File: config.mk
export PLATFORM = sky130hd
export DESIGN_NAME = memWbStage
export DESIGN_NICKNAME = d
export VERILOG_FILES = /design/src/logic/cpuPkg.sv /design/src/logic/memWbStage.sv
export SDC_FILE = /design/constraint.sdc
export NUM_CORES = 1
export LEC_CHECK = 0
export BUFFER_PORTS_ARGS = -buffer_cell sky130_fd_sc_hd__buf_2
export CORE_UTILIZATION = 26
export DETAILED_ROUTE_END_ITERATION = 6
export GPL_TIMING_DRIVEN = 1
export PLACE_DENSITY_LB_ADDON = 0.08
export SLEW_MARGIN = 0
export SYNTH_ARGS = -nofsm -noshare
export SYNTH_HDL_FRONTEND = slang
export SYNTH_SLANG_ARGS = --single-unit
File: constraint.sdc
create_clock -name clk -period 3.97 [get_ports clk]
set_input_delay 0.397 -clock clk [delete_from_list [all_inputs] [get_ports clk]]
set_output_delay 0.397 -clock clk [all_outputs]
set_load 0.01 [all_outputs]
File: src/logic/cpuPkg.sv
// CPU package with word sizes, instruction fields, opcodes and the records passed between stages
`default_nettype none

package cpuPkg;

   localparam int dataWidth = 16;
   localparam int addrWidth = 8;
   localparam int regCount = 8;
   localparam int regIndexWidth = 3;

   // Loads and stores always land in the upper half of memory
   localparam int dataBase = 128;

   // Instruction field widths and positions
   localparam int opcodeWidth = 4;
   localparam int imm6Width = 6;
   localparam int opcodeLsb = 12;
   localparam int rdLsb = 9;
   localparam int rsLsb = 6;
   localparam int rtLsb = 3;

   // Codes 9 to 15 are illegal
   typedef enum logic [opcodeWidth-1:0] {
      OP_ADD  = 4'h0,
      OP_SUB  = 4'h1,
      OP_AND  = 4'h2,
      OP_XOR  = 4'h3,
      OP_ADDI = 4'h4,
      OP_LD   = 4'h5,
      OP_ST   = 4'h6,
      OP_BEQZ = 4'h7,
      OP_HALT = 4'h8
   } opcodeT;

   typedef struct packed {
      logic                 valid;
      logic                 write;
      logic [addrWidth-1:0] addr;
      logic [dataWidth-1:0] wdata;
   } memReqT;

   typedef struct packed {
      logic                 valid;
      logic [addrWidth-1:0] pc;
      logic [dataWidth-1:0] instr;
   } fetchOutT;

   typedef struct packed {
      logic                     valid;
      logic [addrWidth-1:0]     pc;
      opcodeT                   op;
      logic [regIndexWidth-1:0] rd;
      logic [dataWidth-1:0]     opA;
      logic [dataWidth-1:0]     opB;
      logic [dataWidth-1:0]     storeData;
      logic                     writesReg;
   } decodeOutT;

   // Result holds the ALU value, or the data address for LD and ST
   typedef struct packed {
      logic                     valid;
      logic [addrWidth-1:0]     pc;
      opcodeT                   op;
      logic [regIndexWidth-1:0] rd;
      logic [dataWidth-1:0]     result;
      logic [dataWidth-1:0]     storeData;
      logic                     writesReg;
   } execOutT;

   // Addr is the full memory address of a store
   typedef struct packed {
      logic                     valid;
      logic [addrWidth-1:0]     pc;
      logic                     writesReg;
      logic [regIndexWidth-1:0] destReg;
      logic [dataWidth-1:0]     value;
      logic                     writesMem;
      logic [addrWidth-1:0]     addr;
      logic [dataWidth-1:0]     storeData;
   } traceT;

endpackage

`default_nettype wire

File: src/logic/memWbStage.sv
// Memory and write-back stage doing loads and stores, register writes and the retire trace
`timescale 1ns/10ps
`default_nettype none

module memWbStage (
   input  logic                               clk,
   input  logic                               reset,
   input  cpuPkg::execOutT                    execOut,
   output cpuPkg::memReqT                     dataReq,
   input  logic                               dataGrant,
   input  logic [cpuPkg::dataWidth-1:0]       dataRdata,
   input  logic                               dataRvalid,
   output logic                               memBusy,
   output logic                               regWe,
   output logic [cpuPkg::regIndexWidth-1:0]   regWaddr,
   output logic [cpuPkg::dataWidth-1:0]       regWdata,
   output logic                               retireWritesReg,
   output logic [cpuPkg::regIndexWidth-1:0]   retireReg,
   output cpuPkg::traceT                      trace,
   output logic                               halted,
   output logic                               err
);

   cpuPkg::execOutT item;
   logic waitData;
   logic isLoad;
   logic isStore;
   logic legal;
   logic illegal;
   logic retire;

   always_comb begin
      isLoad = item.valid && item.op == cpuPkg::OP_LD;
      isStore = item.valid && item.op == cpuPkg::OP_ST;
      legal = item.op inside {cpuPkg::OP_ADD, cpuPkg::OP_SUB, cpuPkg::OP_AND, cpuPkg::OP_XOR,
                              cpuPkg::OP_ADDI, cpuPkg::OP_LD, cpuPkg::OP_ST, cpuPkg::OP_BEQZ,
                              cpuPkg::OP_HALT};
      illegal = item.valid && !halted && !legal;

      dataReq.valid = (isLoad || isStore) && !waitData && !halted;
      dataReq.write = isStore;
      dataReq.addr = item.result[cpuPkg::addrWidth-1:0];
      dataReq.wdata = item.storeData;

      // Store finishes on its grant, load when its data comes back
      if (!item.valid || halted || !legal)
         retire = 1'b0;
      else if (isLoad)
         retire = waitData && dataRvalid;
      else if (isStore)
         retire = dataGrant;
      else
         retire = 1'b1;

      memBusy = (isLoad || isStore) && !retire;
      regWe = retire && item.writesReg;
      regWaddr = item.rd;
      regWdata = isLoad ? dataRdata : item.result;
      retireWritesReg = regWe;
      retireReg = item.rd;
   end

   always_ff @(posedge clk) begin
      if (reset) begin
         item.valid <= 1'b0;
         waitData <= 1'b0;
         trace.valid <= 1'b0;
         halted <= 1'b0;
         err <= 1'b0;
      end else begin
         if (!memBusy)
            item <= execOut;
         waitData <= dataReq.valid && dataGrant && !dataReq.write;
         trace.valid <= retire;
         trace.pc <= item.pc;
         trace.writesReg <= item.writesReg;
         trace.destReg <= item.rd;
         trace.value <= regWdata;
         trace.writesMem <= isStore;
         trace.addr <= item.result[cpuPkg::addrWidth-1:0];
         trace.storeData <= item.storeData;
         halted <= halted || (retire && item.op == cpuPkg::OP_HALT) || illegal;
         err <= err || illegal;
      end
   end

endmodule

`default_nettype wire

-- Yosys cells after proc, flatten, opt, wreduce, memory -nomap -nowiden
Cells that the tools add are included.
- add/subtract/negate cells: 0
- multiply operators: 0
- div/mod/pow operators: 0
- magnitude comparators: 0
- equality and inequality tests: 8
- shifts and indexed selects: 0
- muxes and demuxes: 4
- bitwise gates (word level): 2
- reduce and logical (&&, ||, !) cells: 27
- operator list (operator ; count):
    $eq A4 B3 Y1 const B ; 4
    $mux W16 ; 1
    $logic_and A1 B1 Y1 ; 12
    $reduce_bool A9 Y1 ; 1
    $eq A4 B2 Y1 const B ; 2
    $logic_not A1 Y1 ; 6
    $logic_or A1 B1 Y1 ; 6
    $eq A4 B1 Y1 const B ; 1
    $eq A4 B4 Y1 const B ; 1
    $logic_not A4 Y1 ; 1
    $mux W1 ; 3
    $not A1 Y1 ; 2
    $reduce_and A2 Y1 ; 1
- flip-flop bits (word level): 106
- latch bits: 0
- memory bits (writable): 0
- bits in read-only memories: 0
- input bits: 69
- output and inout port bits: 107
- logic and storage cells: 59
- memories: 0

-- Longest topological paths before layout
Gate-level depths: netlist of the first run.
- depth after elaboration: 9
- depth in mapped cells: 4
- depth with buffers taken out: 3

-- Worst setup path after synthesis of the first run
No wires, ideal clock.
- path kind: input-to-reg
- from: input port reset
- to: register item (netlist bit dataReq[0]) (enable)
- library setup time: 0.409 ns
- arrival time: 2.743 ns
- required time: 3.561 ns
- setup slack: 0.818 ns
- cell stages on the path: 2
- path buffers: 0
- cell sequence: inv_1 > o21a_1
- cells in the longest elaborated chain, start to end: 2
- RTL lines (item ; RTL line ; text):
    start, declared ; memWbStage.sv:7 ; input logic reset,
    $not A1 Y1 (no source line) ; - ;
    $reduce_and A2 Y1 (no source line) ; - ;
    end signal, assigned ; memWbStage.sv:72 ; item <= execOut;
    end, declared ; memWbStage.sv:24 ; cpuPkg::execOutT item;
No other way between the ends.
A chain may end at the register's enable or synchronous reset.

-- Worst setup path in the final report of the first run
- from: register item[39] in the netlist's numbering
- to: output port regWdata[8] in the netlist's numbering
- cells in the longest elaborated chain, start to end: 3
- RTL lines (item ; RTL line ; text):
    $eq A4 B3 Y1 ; memWbStage.sv:33 ; isLoad = item.valid && item.op == cpuPkg::OP_LD;
    $logic_and A1 B1 Y1 ; memWbStage.sv:33 ;
    $mux W16 ; memWbStage.sv:58 ; regWdata = isLoad ? dataRdata : item.result;
    end, declared ; memWbStage.sv:16 ; output logic [cpuPkg::dataWidth-1:0] regWdata,
No other way between the ends.

==> flow_metrics.env, run 1 <==
export IMPL_timing_critical_path_slowest_cell_delay_ns=0.45
export IMPL_clock_sinks=106
export IMPL_post_synth_top_count_cell="edfxtp_1"
export IMPL_final_hold_worst_slack_ns=0.218
export IMPL_worst_hold_path_num_cells=1
export IMPL_tritoncts="done"
export IMPL_diodes=0
export IMPL_io_pins=176
export IMPL_post_cts_resized=0
export IMPL_die_area_mm2=0.0152
export IMPL_path_clk_slew_ns=0.07
export IMPL_cts_setup_buffers=0
export IMPL_timing_critical_path_max_delay_family="simple AND/OR/NAND/NOR gates"
export IMPL_max_cap_viol_count=0
export IMPL_yosysWarnings=0
export IMPL_path_class="reg -> out"
export IMPL_initial_utilization_pct=27.1
export IMPL_post_synthesis_cells=185
export IMPL_totalPowerFinal_mw=2.32
export IMPL_io_buffers=175
export IMPL_crit_buf_inv=1
export IMPL_syn_mean_instance_area_um2=20.7
export IMPL_area_fraction_in_and_or_nand_and_nor_cells_after_synthesis_pct=3.34
export IMPL_drt_wirelength_per_cell_um=15.1
export IMPL_utilization_pct=35.2
export IMPL_drive_above_1_share_pct=61.3
export IMPL_path_depth=4
export IMPL_detail_route_iter0_violations=95
export IMPL_crit_reg2reg_launch="item[36]"
export IMPL_placement_cell_area_mm2=0.00469
export IMPL_worst_reg_to_reg_cells=4
export IMPL_layout_filler_cells=1409
export IMPL_cts_htree_levels=3
export IMPL_detailedRoute_firstPassIterationCount=4
export IMPL_setup_worst_path_end="regWdata[8]"
export IMPL_required_ns=3.57
export IMPL_cts_root_buf="clkbuf_16"
export IMPL_gr_total_overflow=0
export IMPL_rsz_0062_raised_after_global_routing="false"
export IMPL_final_instance_count_excl_fill=526
export IMPL_end_kind="output port"
export IMPL_worstSkewPairLatency_ns=0.35
export IMPL_mux_cell_area_share_after_synthesis_pct=5.60
export IMPL_reg2reg_slack_ns=1.79
export IMPL_cts_hold_buffers_added=0
export IMPL_ant_nets=0
export IMPL_grt_usage_pct=10.6
export IMPL_synth_flop_cell="edfxtp_1"
export IMPL_yosys_top_cell_area_share_pct=79.4
export IMPL_ys_types=27
export IMPL_rows=43
export IMPL_cellPowerDensity_mw_per_mm2=468
export IMPL_hpwlAfterDp_mm=5.63
export IMPL_critical_path_slowest_cell="edfxtp_1"
export IMPL_mappedNetlistArea_mm2=0.00382
export IMPL_finalWorstPathRequiredPeriod_ns=2.38
export IMPL_core_area_mm2=0.0141
export IMPL_cts_buffers_inserted=9
export IMPL_worst_slew_pin_transition_ns=0.935
export IMPL_ys_seq_elements=106
export IMPL_grt_start_max_net_pins=56
export IMPL_nNetsFinal=410
export IMPL_place_inst=510
export IMPL_fin_tns_setup_ns=0
export IMPL_final_hold_violation_count=0
export IMPL_floorplan_die_width_um=123
export IMPL_min_path_type="in -> reg"
export IMPL_grt_pass1_wl_mm=11.3
export IMPL_maxSlewHeadroom_pct=37.7
export IMPL_synth_xor_area_share_pct=0
export IMPL_startpoint_type="flop"
export IMPL_final_cell_area_excluding_filler_cells_mm2=0.00495
export IMPL_via_per_inst=3.98
export IMPL_cp_startpoint="item[39]"
export IMPL_crit_share_post_route_pct=59.8
export IMPL_synth_area_leader_cell="edfxtp_1"
export IMPL_postSynth_asyncResetShare_pct=0
export IMPL_max_clock_path_buffers=2
export IMPL_peakVddDrop_uv=237
export IMPL_gp_congestion=0.721
export IMPL_yosys_top_cells_count="edfxtp_1 (101), buf_4 (32), mux2_4 (9)"
export IMPL_status="finished clean"
export IMPL_max_freq_mhz=421
export IMPL_antenna_found_initial=0
export IMPL_synth_top_cells_by_area="edfxtp_1 (79%), buf_4 (6.3%), mux2_4 (3.5%)"
export IMPL_synth_net_count=254
export IMPL_synth_top_family_by_area="buffers and inverters"
export IMPL_setup_ws_ns=1.59
export IMPL_die_height_um=123
export IMPL_clock_skew_ns=0.00484
export IMPL_syn2layout_area_growth_pct=29.7
export IMPL_setup_violations_final=0
export IMPL_synth_compound_area_share_pct=1.96
export IMPL_path_max_fanout=17
export IMPL_sequential_cell_area_mm2=0.00313
export IMPL_worst_ep_arrival_time_ns=1.98
export IMPL_area_of_the_multi_input_gates_um2=418
export IMPL_critical_path_cell_chain="nand3b_4 -> nor2_8 -> mux2_2 -> buf_2"
export IMPL_vias_in_the_first_global_route=2069
export IMPL_reg2reg_to="regWaddr[1]"
export IMPL_route_final_wire_length_mm=7.92
export IMPL_synth_edf_count=101
export IMPL_post_place_ws_ns=1.70
export IMPL_via_count=2095
export IMPL_remaining_drc_errors=0
export IMPL_timing_final_max_slew_violations=0
export IMPL_power_static_leakage_nw=2.07
export IMPL_yosys_area_share_adder_pct=0
export IMPL_seq_area_frac_synth_pct=82.0
layer usage:
layer,global-route usage [%],vias to the layer above,wire length [µm]
met1,11.5,1006,3120
met5,0,-,0
met2,17.2,97,3940
li1,-,984,-
met4,5.42,0,144
met3,4.89,8,715
cell families after synthesis:
| logic type | Yosys count |
|---|---|
| simple gates | 17 |
| buf+inv | 36 |
| mux | 16 |
| compound gates | 10 |
| flops | 106 |
worst min-delay path by stage:
stage | startpoint | to | slack (ns)
global route | execOut[44] | item[44] | 0.20
detailed placement | item[41] | trace[46] | 0.41
finish | execOut[28] | item[28] | 0.22
CTS | execOut[28] | item[28] | 0.20
global placement | item[41] | trace[46] | 0.40
floorplan | item[40] | trace[45] | 0.40
placed cells by master (no fill, tap or decap), types with 2 or more instances in the layout:
cell type / instances
a211oi_1: 2
and3b_1: 2
buf_2: 175
buf_4: 3
clkbuf_16: 9
clkinv_1: 3
dfxtp_1: 5
edfxtp_1: 101
inv_1: 2
mux2_2: 7
mux2_4: 9
nor2_1: 5
o31ai_1: 2
area by class of cell:
| cell class | count | area share (%) |
|---|---|---|
| repair buffers | 178 | 18.1 |
| inverters | 3 | 0.227 |
| clock inverters | 7 | 0.884 |
| clock buffers | 9 | 4.55 |
| flip-flops and latches | 106 | 63.2 |
| multi-input cells | 43 | 8.43 |
| well taps | 180 | 4.55 |
flip-flops by register name (all words and copies together) (netlist names):
signal    flops
trace        54
dataReq      24
item         22
regWaddr      3
err           1
halted        1
waitData      1
power breakdown:
group / internal, mW / total, mW / switching (mW)
Combinational: 0.0798 / 0.178 / 0.0981
Sequential: 1.30 / 1.32 / 0.0224
Clock: 0.425 / 0.824 / 0.400
Note: power is estimated with default switching activity, not from simulation.
==> run 2, diff against run 1 <==
ABC_AREA = 1   (was unset)
clock period = 2.2 ns   (was 3.97 ns; I/O delays follow)
==> flow_metrics.env, run 2 <==
export IMPL_status="finished clean"
export IMPL_syn2layout_area_growth_pct=30.5
export IMPL_tritoncts="done"
export IMPL_remaining_drc_errors=0
export IMPL_synth_area_leader_cell="edfxtp_1"
export IMPL_utilization_pct=35.2
export IMPL_startpoint_type="flop"
export IMPL_cts_htree_levels=3
export IMPL_post_cts_resized=0
export IMPL_most_common_layout_cells="buf_2 (175), edfxtp_1 (101), nand2_1 (54), inv_1 (13), clkbuf_16 (9)"
export IMPL_rows=43
export IMPL_ant_nets=0
export IMPL_cts_buffers_inserted=9
export IMPL_synth_top_cells_by_area="edfxtp_1 (80%), buf_4 (6.3%), nand2_1 (5.3%)"
export IMPL_min_path_type="in -> reg"
export IMPL_post_synth_top_count_cell="edfxtp_1"
export IMPL_route_final_wire_length_mm=7.94
export IMPL_antenna_found_initial=1
export IMPL_grt_pass1_wl_mm=11.5
export IMPL_placement_cell_area_mm2=0.00470
export IMPL_path_max_fanout=18
export IMPL_max_cap_viol_count=0
export IMPL_max_clock_path_buffers=2
export IMPL_syn_mean_instance_area_um2=16.4
export IMPL_io_buffers=175
export IMPL_cp_startpoint="item[39]"
export IMPL_via_count=2210
export IMPL_yosys_top_cells_count="edfxtp_1 (101), nand2_1 (54), buf_4 (32)"
export IMPL_floorplan_die_width_um=123
export IMPL_mappedNetlistArea_mm2=0.00380
export IMPL_rsz_0062_raised_after_global_routing="false"
export IMPL_timing_critical_path_slowest_cell_delay_ns=0.38
export IMPL_worstSkewPairLatency_ns=0.34
export IMPL_crit_buf_inv=4
export IMPL_ys_types=18
export IMPL_power_static_leakage_nw=2.16
export IMPL_clock_sinks=106
export IMPL_post_place_ws_ns=0.335
export IMPL_ys_seq_elements=106
export IMPL_final_cell_area_excluding_filler_cells_mm2=0.00496
export IMPL_path_class="reg -> out"
export IMPL_cts_root_buf="clkbuf_16"
export IMPL_timing_critical_path_max_delay_family="buffers and inverters"
export IMPL_post_synthesis_cells=232
export IMPL_die_area_mm2=0.0151
export IMPL_detailedRoute_firstPassIterationCount=4
export IMPL_drt_wirelength_per_cell_um=13.8
export IMPL_die_height_um=123
export IMPL_finalWorstPathRequiredPeriod_ns=1.91
export IMPL_seq_area_frac_synth_pct=82.4
export IMPL_most_frequent_standard_cell_in_the_layout_excluding_fill_and_tap_cells="buf_2"
export IMPL_layout_filler_cells=1420
export IMPL_cts_setup_buffers=0
export IMPL_gr_total_overflow=0
export IMPL_worst_ep_arrival_time_ns=1.69
export IMPL_critical_path_cell_chain="inv_1 -> nand2_1 -> inv_1 -> nand2_4 -> inv_4 -> nand2_1 -> nand2_1 -> buf_2"
export IMPL_final_hold_worst_slack_ns=0.0456
export IMPL_reg2reg_to="dataReq[7]"
export IMPL_setup_ws_ns=0.285
export IMPL_io_pins=176
export IMPL_required_ns=1.98
export IMPL_timing_final_max_slew_violations=0
export IMPL_fin_tns_setup_ns=0
export IMPL_end_kind="output port"
export IMPL_crit_share_post_route_pct=87.0
export IMPL_critical_path_slowest_cell="edfxtp_1"
export IMPL_grt_usage_pct=10.6
export IMPL_crit_reg2reg_launch="item[37]"
export IMPL_detail_route_iter0_violations=66
export IMPL_nNetsFinal=457
export IMPL_setup_violations_final=0
export IMPL_top_register="trace"
export IMPL_worst_slew_pin_transition_ns=0.522
export IMPL_path_depth=8
export IMPL_synth_flop_cell="edfxtp_1"
export IMPL_setup_worst_path_end="regWdata[5]"
export IMPL_most_used_cell_cp="nand2_1"
export IMPL_reg2reg_slack_ns=0.36
export IMPL_synth_net_count=301
export IMPL_postSynth_asyncResetShare_pct=0
export IMPL_maxSlewHeadroom_pct=65.2
export IMPL_hold_start="execOut[13]"
export IMPL_cellPowerDensity_mw_per_mm2=836
export IMPL_via_per_inst=3.85
export IMPL_gp_congestion=0.744
export IMPL_flip_flop_count_of_the_largest_register_all_copies_and_words_added=54
export IMPL_cts_hold_buffers_added=0
export IMPL_clock_skew_ns=0.00891
export IMPL_grt_start_max_net_pins=37
export IMPL_vias_in_the_first_global_route=2239
export IMPL_synth_edf_count=101
export IMPL_final_hold_violation_count=0
export IMPL_max_freq_mhz=522
export IMPL_drive_above_1_share_pct=51.7
export IMPL_path_clk_slew_ns=0.07
export IMPL_worst_reg_to_reg_cells=8
export IMPL_core_area_mm2=0.0141
export IMPL_peakVddDrop_uv=398
export IMPL_initial_utilization_pct=27.0
export IMPL_yosys_top_cell_area_share_pct=79.8
export IMPL_yosysWarnings=0
export IMPL_hpwlAfterDp_mm=5.74
-- run 2: cell types whose count changed in the layout (fill, tap and decap cells not counted), sizes merged, moves of 2 or more --
cell,before,now
and3b,2,0
nor2,6,8
o31ai,2,0
clkinv,4,6
a21oi,1,4
mux2,16,0
nand3,1,4
nand2,1,58
nand2b,2,0
a211oi,2,0
inv,5,15
-- run 2: metrics by stage --
| stage | std cells | total power, mW |
|---|---|---|
| global route | 573 | 4.34 |
| detailed placement | 557 | 2.76 |
| finish | 574 | 4.15 |
| global placement | 557 | 2.76 |
| CTS | 573 | 4.24 |
| floorplan | 232 | 2.59 |
-- run 2: metal layers --
layer | vias to the layer above | GRT usage, % | part of all wire (%)
met5 | - | 0 | 0
met4 | 0 | 5.95 | 2.2
met3 | 10 | 3.78 | 8.4
met2 | 100 | 17.0 | 46
met1 | 1003 | 12.4 | 43
li1 | 1097 | - | -
-- run 2: cell type report --
cell class | count | area (µm²) | area share (%)
tap | 180 | 225 | 4.54
clock inverter | 7 | 36.3 | 0.732
clock buffer | 9 | 225 | 4.54
timing repair buffer | 179 | 918 | 18.5
multi-input combinational | 77 | 360 | 7.27
inverter | 15 | 58.8 | 1.19
sequential | 106 | 3130 | 63.2
antenna | 1 | 2.50 | 0.0505
-- run 2: worst min-delay path by stage --
stage	to	slack, ns	depth (start not counted)
4_1_cts	dataReq[9]	0.03	1
6_report	dataReq[12]	0.05	1
3_3_place_gp	dataReq[8]	0.40	1
5_1_grt	regWaddr[0]	0.03	1
3_5_place_dp	dataReq[8]	0.40	1
2_1_floorplan	err	0.29	1
-- run 2: power by group --
| group | internal (mW) | total (mW) | leakage [nW] | switching [mW] |
|---|---|---|---|---|
| sequential | 2.34 | 2.38 | 1.03 | 0.0385 |
| clock | 0.752 | 1.44 | 0.125 | 0.686 |
| combinational | 0.137 | 0.328 | 1.00 | 0.191 |
| total | 3.23 | 4.15 | 2.16 | 0.916 |
-- run 2: cell families (layout without fill, tap and decap cells) --
| family | after synthesis | in the layout | synth area share [%] |
|---|---|---|---|
| other | 0 | 1 | 0 |
| buffers and inverters | 49 | 210 | 8.29 |
| AND/OR/NAND/NOR | 73 | 73 | 8.76 |
| AO/OA/AOI/OAI | 4 | 4 | 0.527 |
| flip-flops | 106 | 106 | 82.4 |
-- run 2: worst reg2reg max path, stage by stage, from the launching register on --
cell      delay (ns)
edfxtp_1        0.46
inv_1           0.10
a21oi_1         0.08
nor2_1          0.15
nand3_2         0.13
nand2_2         0.09
inv_1           0.07
nor2_4          0.11
buf_4           0.32
==> run 3, diff against run 2 <==
BUFFER_PORTS_ARGS = unset   (was -buffer_cell sky130_fd_sc_hd__buf_2)
DONT_BUFFER_PORTS = 1   (was unset)
SETUP_SLACK_MARGIN = 0.5   (was unset)
==> flow_metrics.env, run 3 (synthesis gave the netlist of run 2 again) <==
export IMPL_hold_start="dataGrant"
export IMPL_worstSkewPairLatency_ns=0.35
export IMPL_core_area_mm2=0.0141
export IMPL_clock_skew_ns=0.00790
export IMPL_gr_total_overflow=0
export IMPL_cellPowerDensity_mw_per_mm2=916
export IMPL_critical_path_slowest_cell="edfxtp_1"
export IMPL_critical_path_cell_chain="nor2_2 -> a21oi_2 -> nor2_2 -> nand3_4 -> nand2_4 -> inv_4 -> nor2_4 -> buf_6 -> buf_12"
export IMPL_path_max_fanout=14
export IMPL_drive_above_1_share_pct=29.8
export IMPL_grt_pass1_wl_mm=12.0
export IMPL_worst_reg_to_reg_cells=9
export IMPL_cts_buffers_inserted=9
export IMPL_power_static_leakage_nw=1.88
export IMPL_crit_reg2reg_launch="item[38]"
export IMPL_worst_ep_arrival_time_ns=1.86
export IMPL_cellInternalPower_mw=3.72
export IMPL_required_ns=2.25
export IMPL_most_common_layout_cells="edfxtp_1 (101), dlygate4sd3_1 (50), nand2_1 (33), nand2_2 (20), clkbuf_16 (10)"
export IMPL_most_used_cell_cp="nor2_2"
export IMPL_die_area_mm2=0.0151
export IMPL_path_class="reg -> reg"
export IMPL_placement_cell_area_mm2=0.00383
export IMPL_min_path_type="in -> reg"
export IMPL_power_frac_comb_pct=5.7
export IMPL_io_pins=176
export IMPL_peakVddDrop_uv=386
export IMPL_hpwlAfterDp_mm=5.23
export IMPL_sequential_cell_area_mm2=0.00314
export IMPL_antenna_found_initial=0
export IMPL_total_switching_power_mw=0.958
export IMPL_final_hold_violation_count=0
export IMPL_whs_endpoint="waitData"
export IMPL_clock_sinks=106
export IMPL_ant_nets=0
export IMPL_via_per_inst=4.14
export IMPL_die_height_um=123
export IMPL_rsz_0062_raised_after_global_routing="true"
export IMPL_cts_htree_levels=3
export IMPL_initial_utilization_pct=27.0
export IMPL_rows=43
export IMPL_top_register="trace"
export IMPL_end_kind="flop"
export IMPL_nNetsFinal=353
export IMPL_timing_critical_path_slowest_cell_delay_ns=0.45
export IMPL_max_cap_viol_count=0
export IMPL_setup_violations_final=0
export IMPL_flip_flop_count_of_the_largest_register_all_copies_and_words_added=54
export IMPL_area_of_the_multi_input_gates_um2=455
export IMPL_most_frequent_standard_cell_in_the_layout_excluding_fill_and_tap_cells="edfxtp_1"
export IMPL_tritoncts="done"
export IMPL_floorplan_die_width_um=123
export IMPL_crit_share_post_route_pct=82.2
export IMPL_vias_in_the_first_global_route=2069
export IMPL_timing_final_max_slew_violations=0
export IMPL_fin_tns_setup_ns=0
export IMPL_final_cell_area_excluding_filler_cells_mm2=0.00510
export IMPL_drt_wirelength_per_cell_um=18.3
export IMPL_swShare_pct=20.5
export IMPL_syn2layout_area_growth_pct=34.3
export IMPL_path_clk_slew_ns=0.07
export IMPL_startpoint_type="flop"
export IMPL_grt_usage_pct=11.3
export IMPL_cts_root_buf="clkbuf_16"
export IMPL_gp_congestion=0.746
export IMPL_layout_filler_cells=1352
export IMPL_reg2reg_slack_ns=0.39
export IMPL_status="finished clean"
export IMPL_io_buffers=0
export IMPL_reg2reg_to="dataReq[5]"
export IMPL_maxSlewHeadroom_pct=71.1
export IMPL_via_count=1944
export IMPL_max_freq_mhz=553
export IMPL_diodes=0
export IMPL_part_of_the_power_in_registers_pct=52.4
export IMPL_route_final_wire_length_mm=8.57
export IMPL_grt_start_max_net_pins=31
export IMPL_clockPowerShare_pct=41.9
export IMPL_detail_route_iter0_violations=86
export IMPL_worst_hold_path_num_cells=2
export IMPL_worst_slew_pin_transition_ns=0.434
export IMPL_remaining_drc_errors=0
export IMPL_max_clock_path_buffers=2
export IMPL_detailedRoute_firstPassIterationCount=3
export IMPL_finalWorstPathRequiredPeriod_ns=1.81
==> run 3: cell count changes in the layout (fill, tap and decap cells not counted), moves of 6 or more <==
cell,delta
buf_2,-175
dlygate4sd3_1,+50
nand2_1,-21
nand2_2,+17
buf_6,+8
inv_1,-6
==> run 3: worst max path at each step <==
stage	depth (start not counted)	start	slack, ns	endpoint
6_report	9	item[38]	0.39	dataReq[5]
5_1_grt	9	item[38]	0.30	dataReq[5]
4_1_cts	6	item[37]	0.41	regWdata[5]
3_5_place_dp	8	item[37]	0.32	dataReq[16]
3_3_place_gp	8	item[36]	0.37	regWaddr[1]
2_1_floorplan	7	item[37]	0.08	dataReq[0]
==> run 3: what timing repair did <==
item,CTS,global route
gates cloned,4,1
pin swaps,19,8
resized for setup,42,19
endpoints found under the hold margin,53,0
setup endpoints to repair,68,69
buffers inserted,13,2
hold buffers,50,0
==> run 3: power groups by stage <==
stage / registers [mW] / logic, mW / clock network, mW
3_3_place_gp: 2.50 / 0.120 / 0
2_1_floorplan: 2.45 / 0.140 / 0
4_1_cts: 2.45 / 0.249 / 2.03
6_report: 2.45 / 0.266 / 1.96
3_5_place_dp: 2.50 / 0.120 / 0
5_1_grt: 2.47 / 0.288 / 2.10
==> run 3: cell type report <==
cell class	count	area share, %
sequential	106	61.4
timing repair buffer	74	16.4
multi-input combinational	77	8.92
clock buffer	10	4.49
tap	180	4.41
clock inverter	6	2.70
inverter	15	1.40
timing repair inverter	1	0.221
==> run 3: routing by layer <==
layer	part of all wire (%)	vias to the layer above	track usage [%]
met5	0	-	0
met4	2.2	0	6.63
met3	8.4	12	4.06
met2	53	94	19.6
met1	37	959	11.8
li1	-	879	-
==> run 3: metrics by stage <==
step                power (mW)  setup WS, ns  std cells  hold WS, ns  utilization [%]
floorplan                 2.59        0.0818        232        0.289                -
global placement          2.62         0.368        383        0.293             27.2
detailed placement        2.62         0.317        383        0.296             27.2
CTS                       4.73         0.413        466       0.0384             35.5
global route              4.85         0.302        469       0.0561             36.2
finish                    4.68         0.392        469       0.0617             36.2
==> run 3: worst max-delay path, delay by kind of cell, from the launching register on <==
| family | cells | cell delay, ns |
|---|---|---|
| AOI/OAI and AO/OA | 1 | 0.07 |
| buffers and inverters | 3 | 0.36 |
| DFF | 1 | 0.45 |
| and+or+nand+nor | 5 | 0.62 |
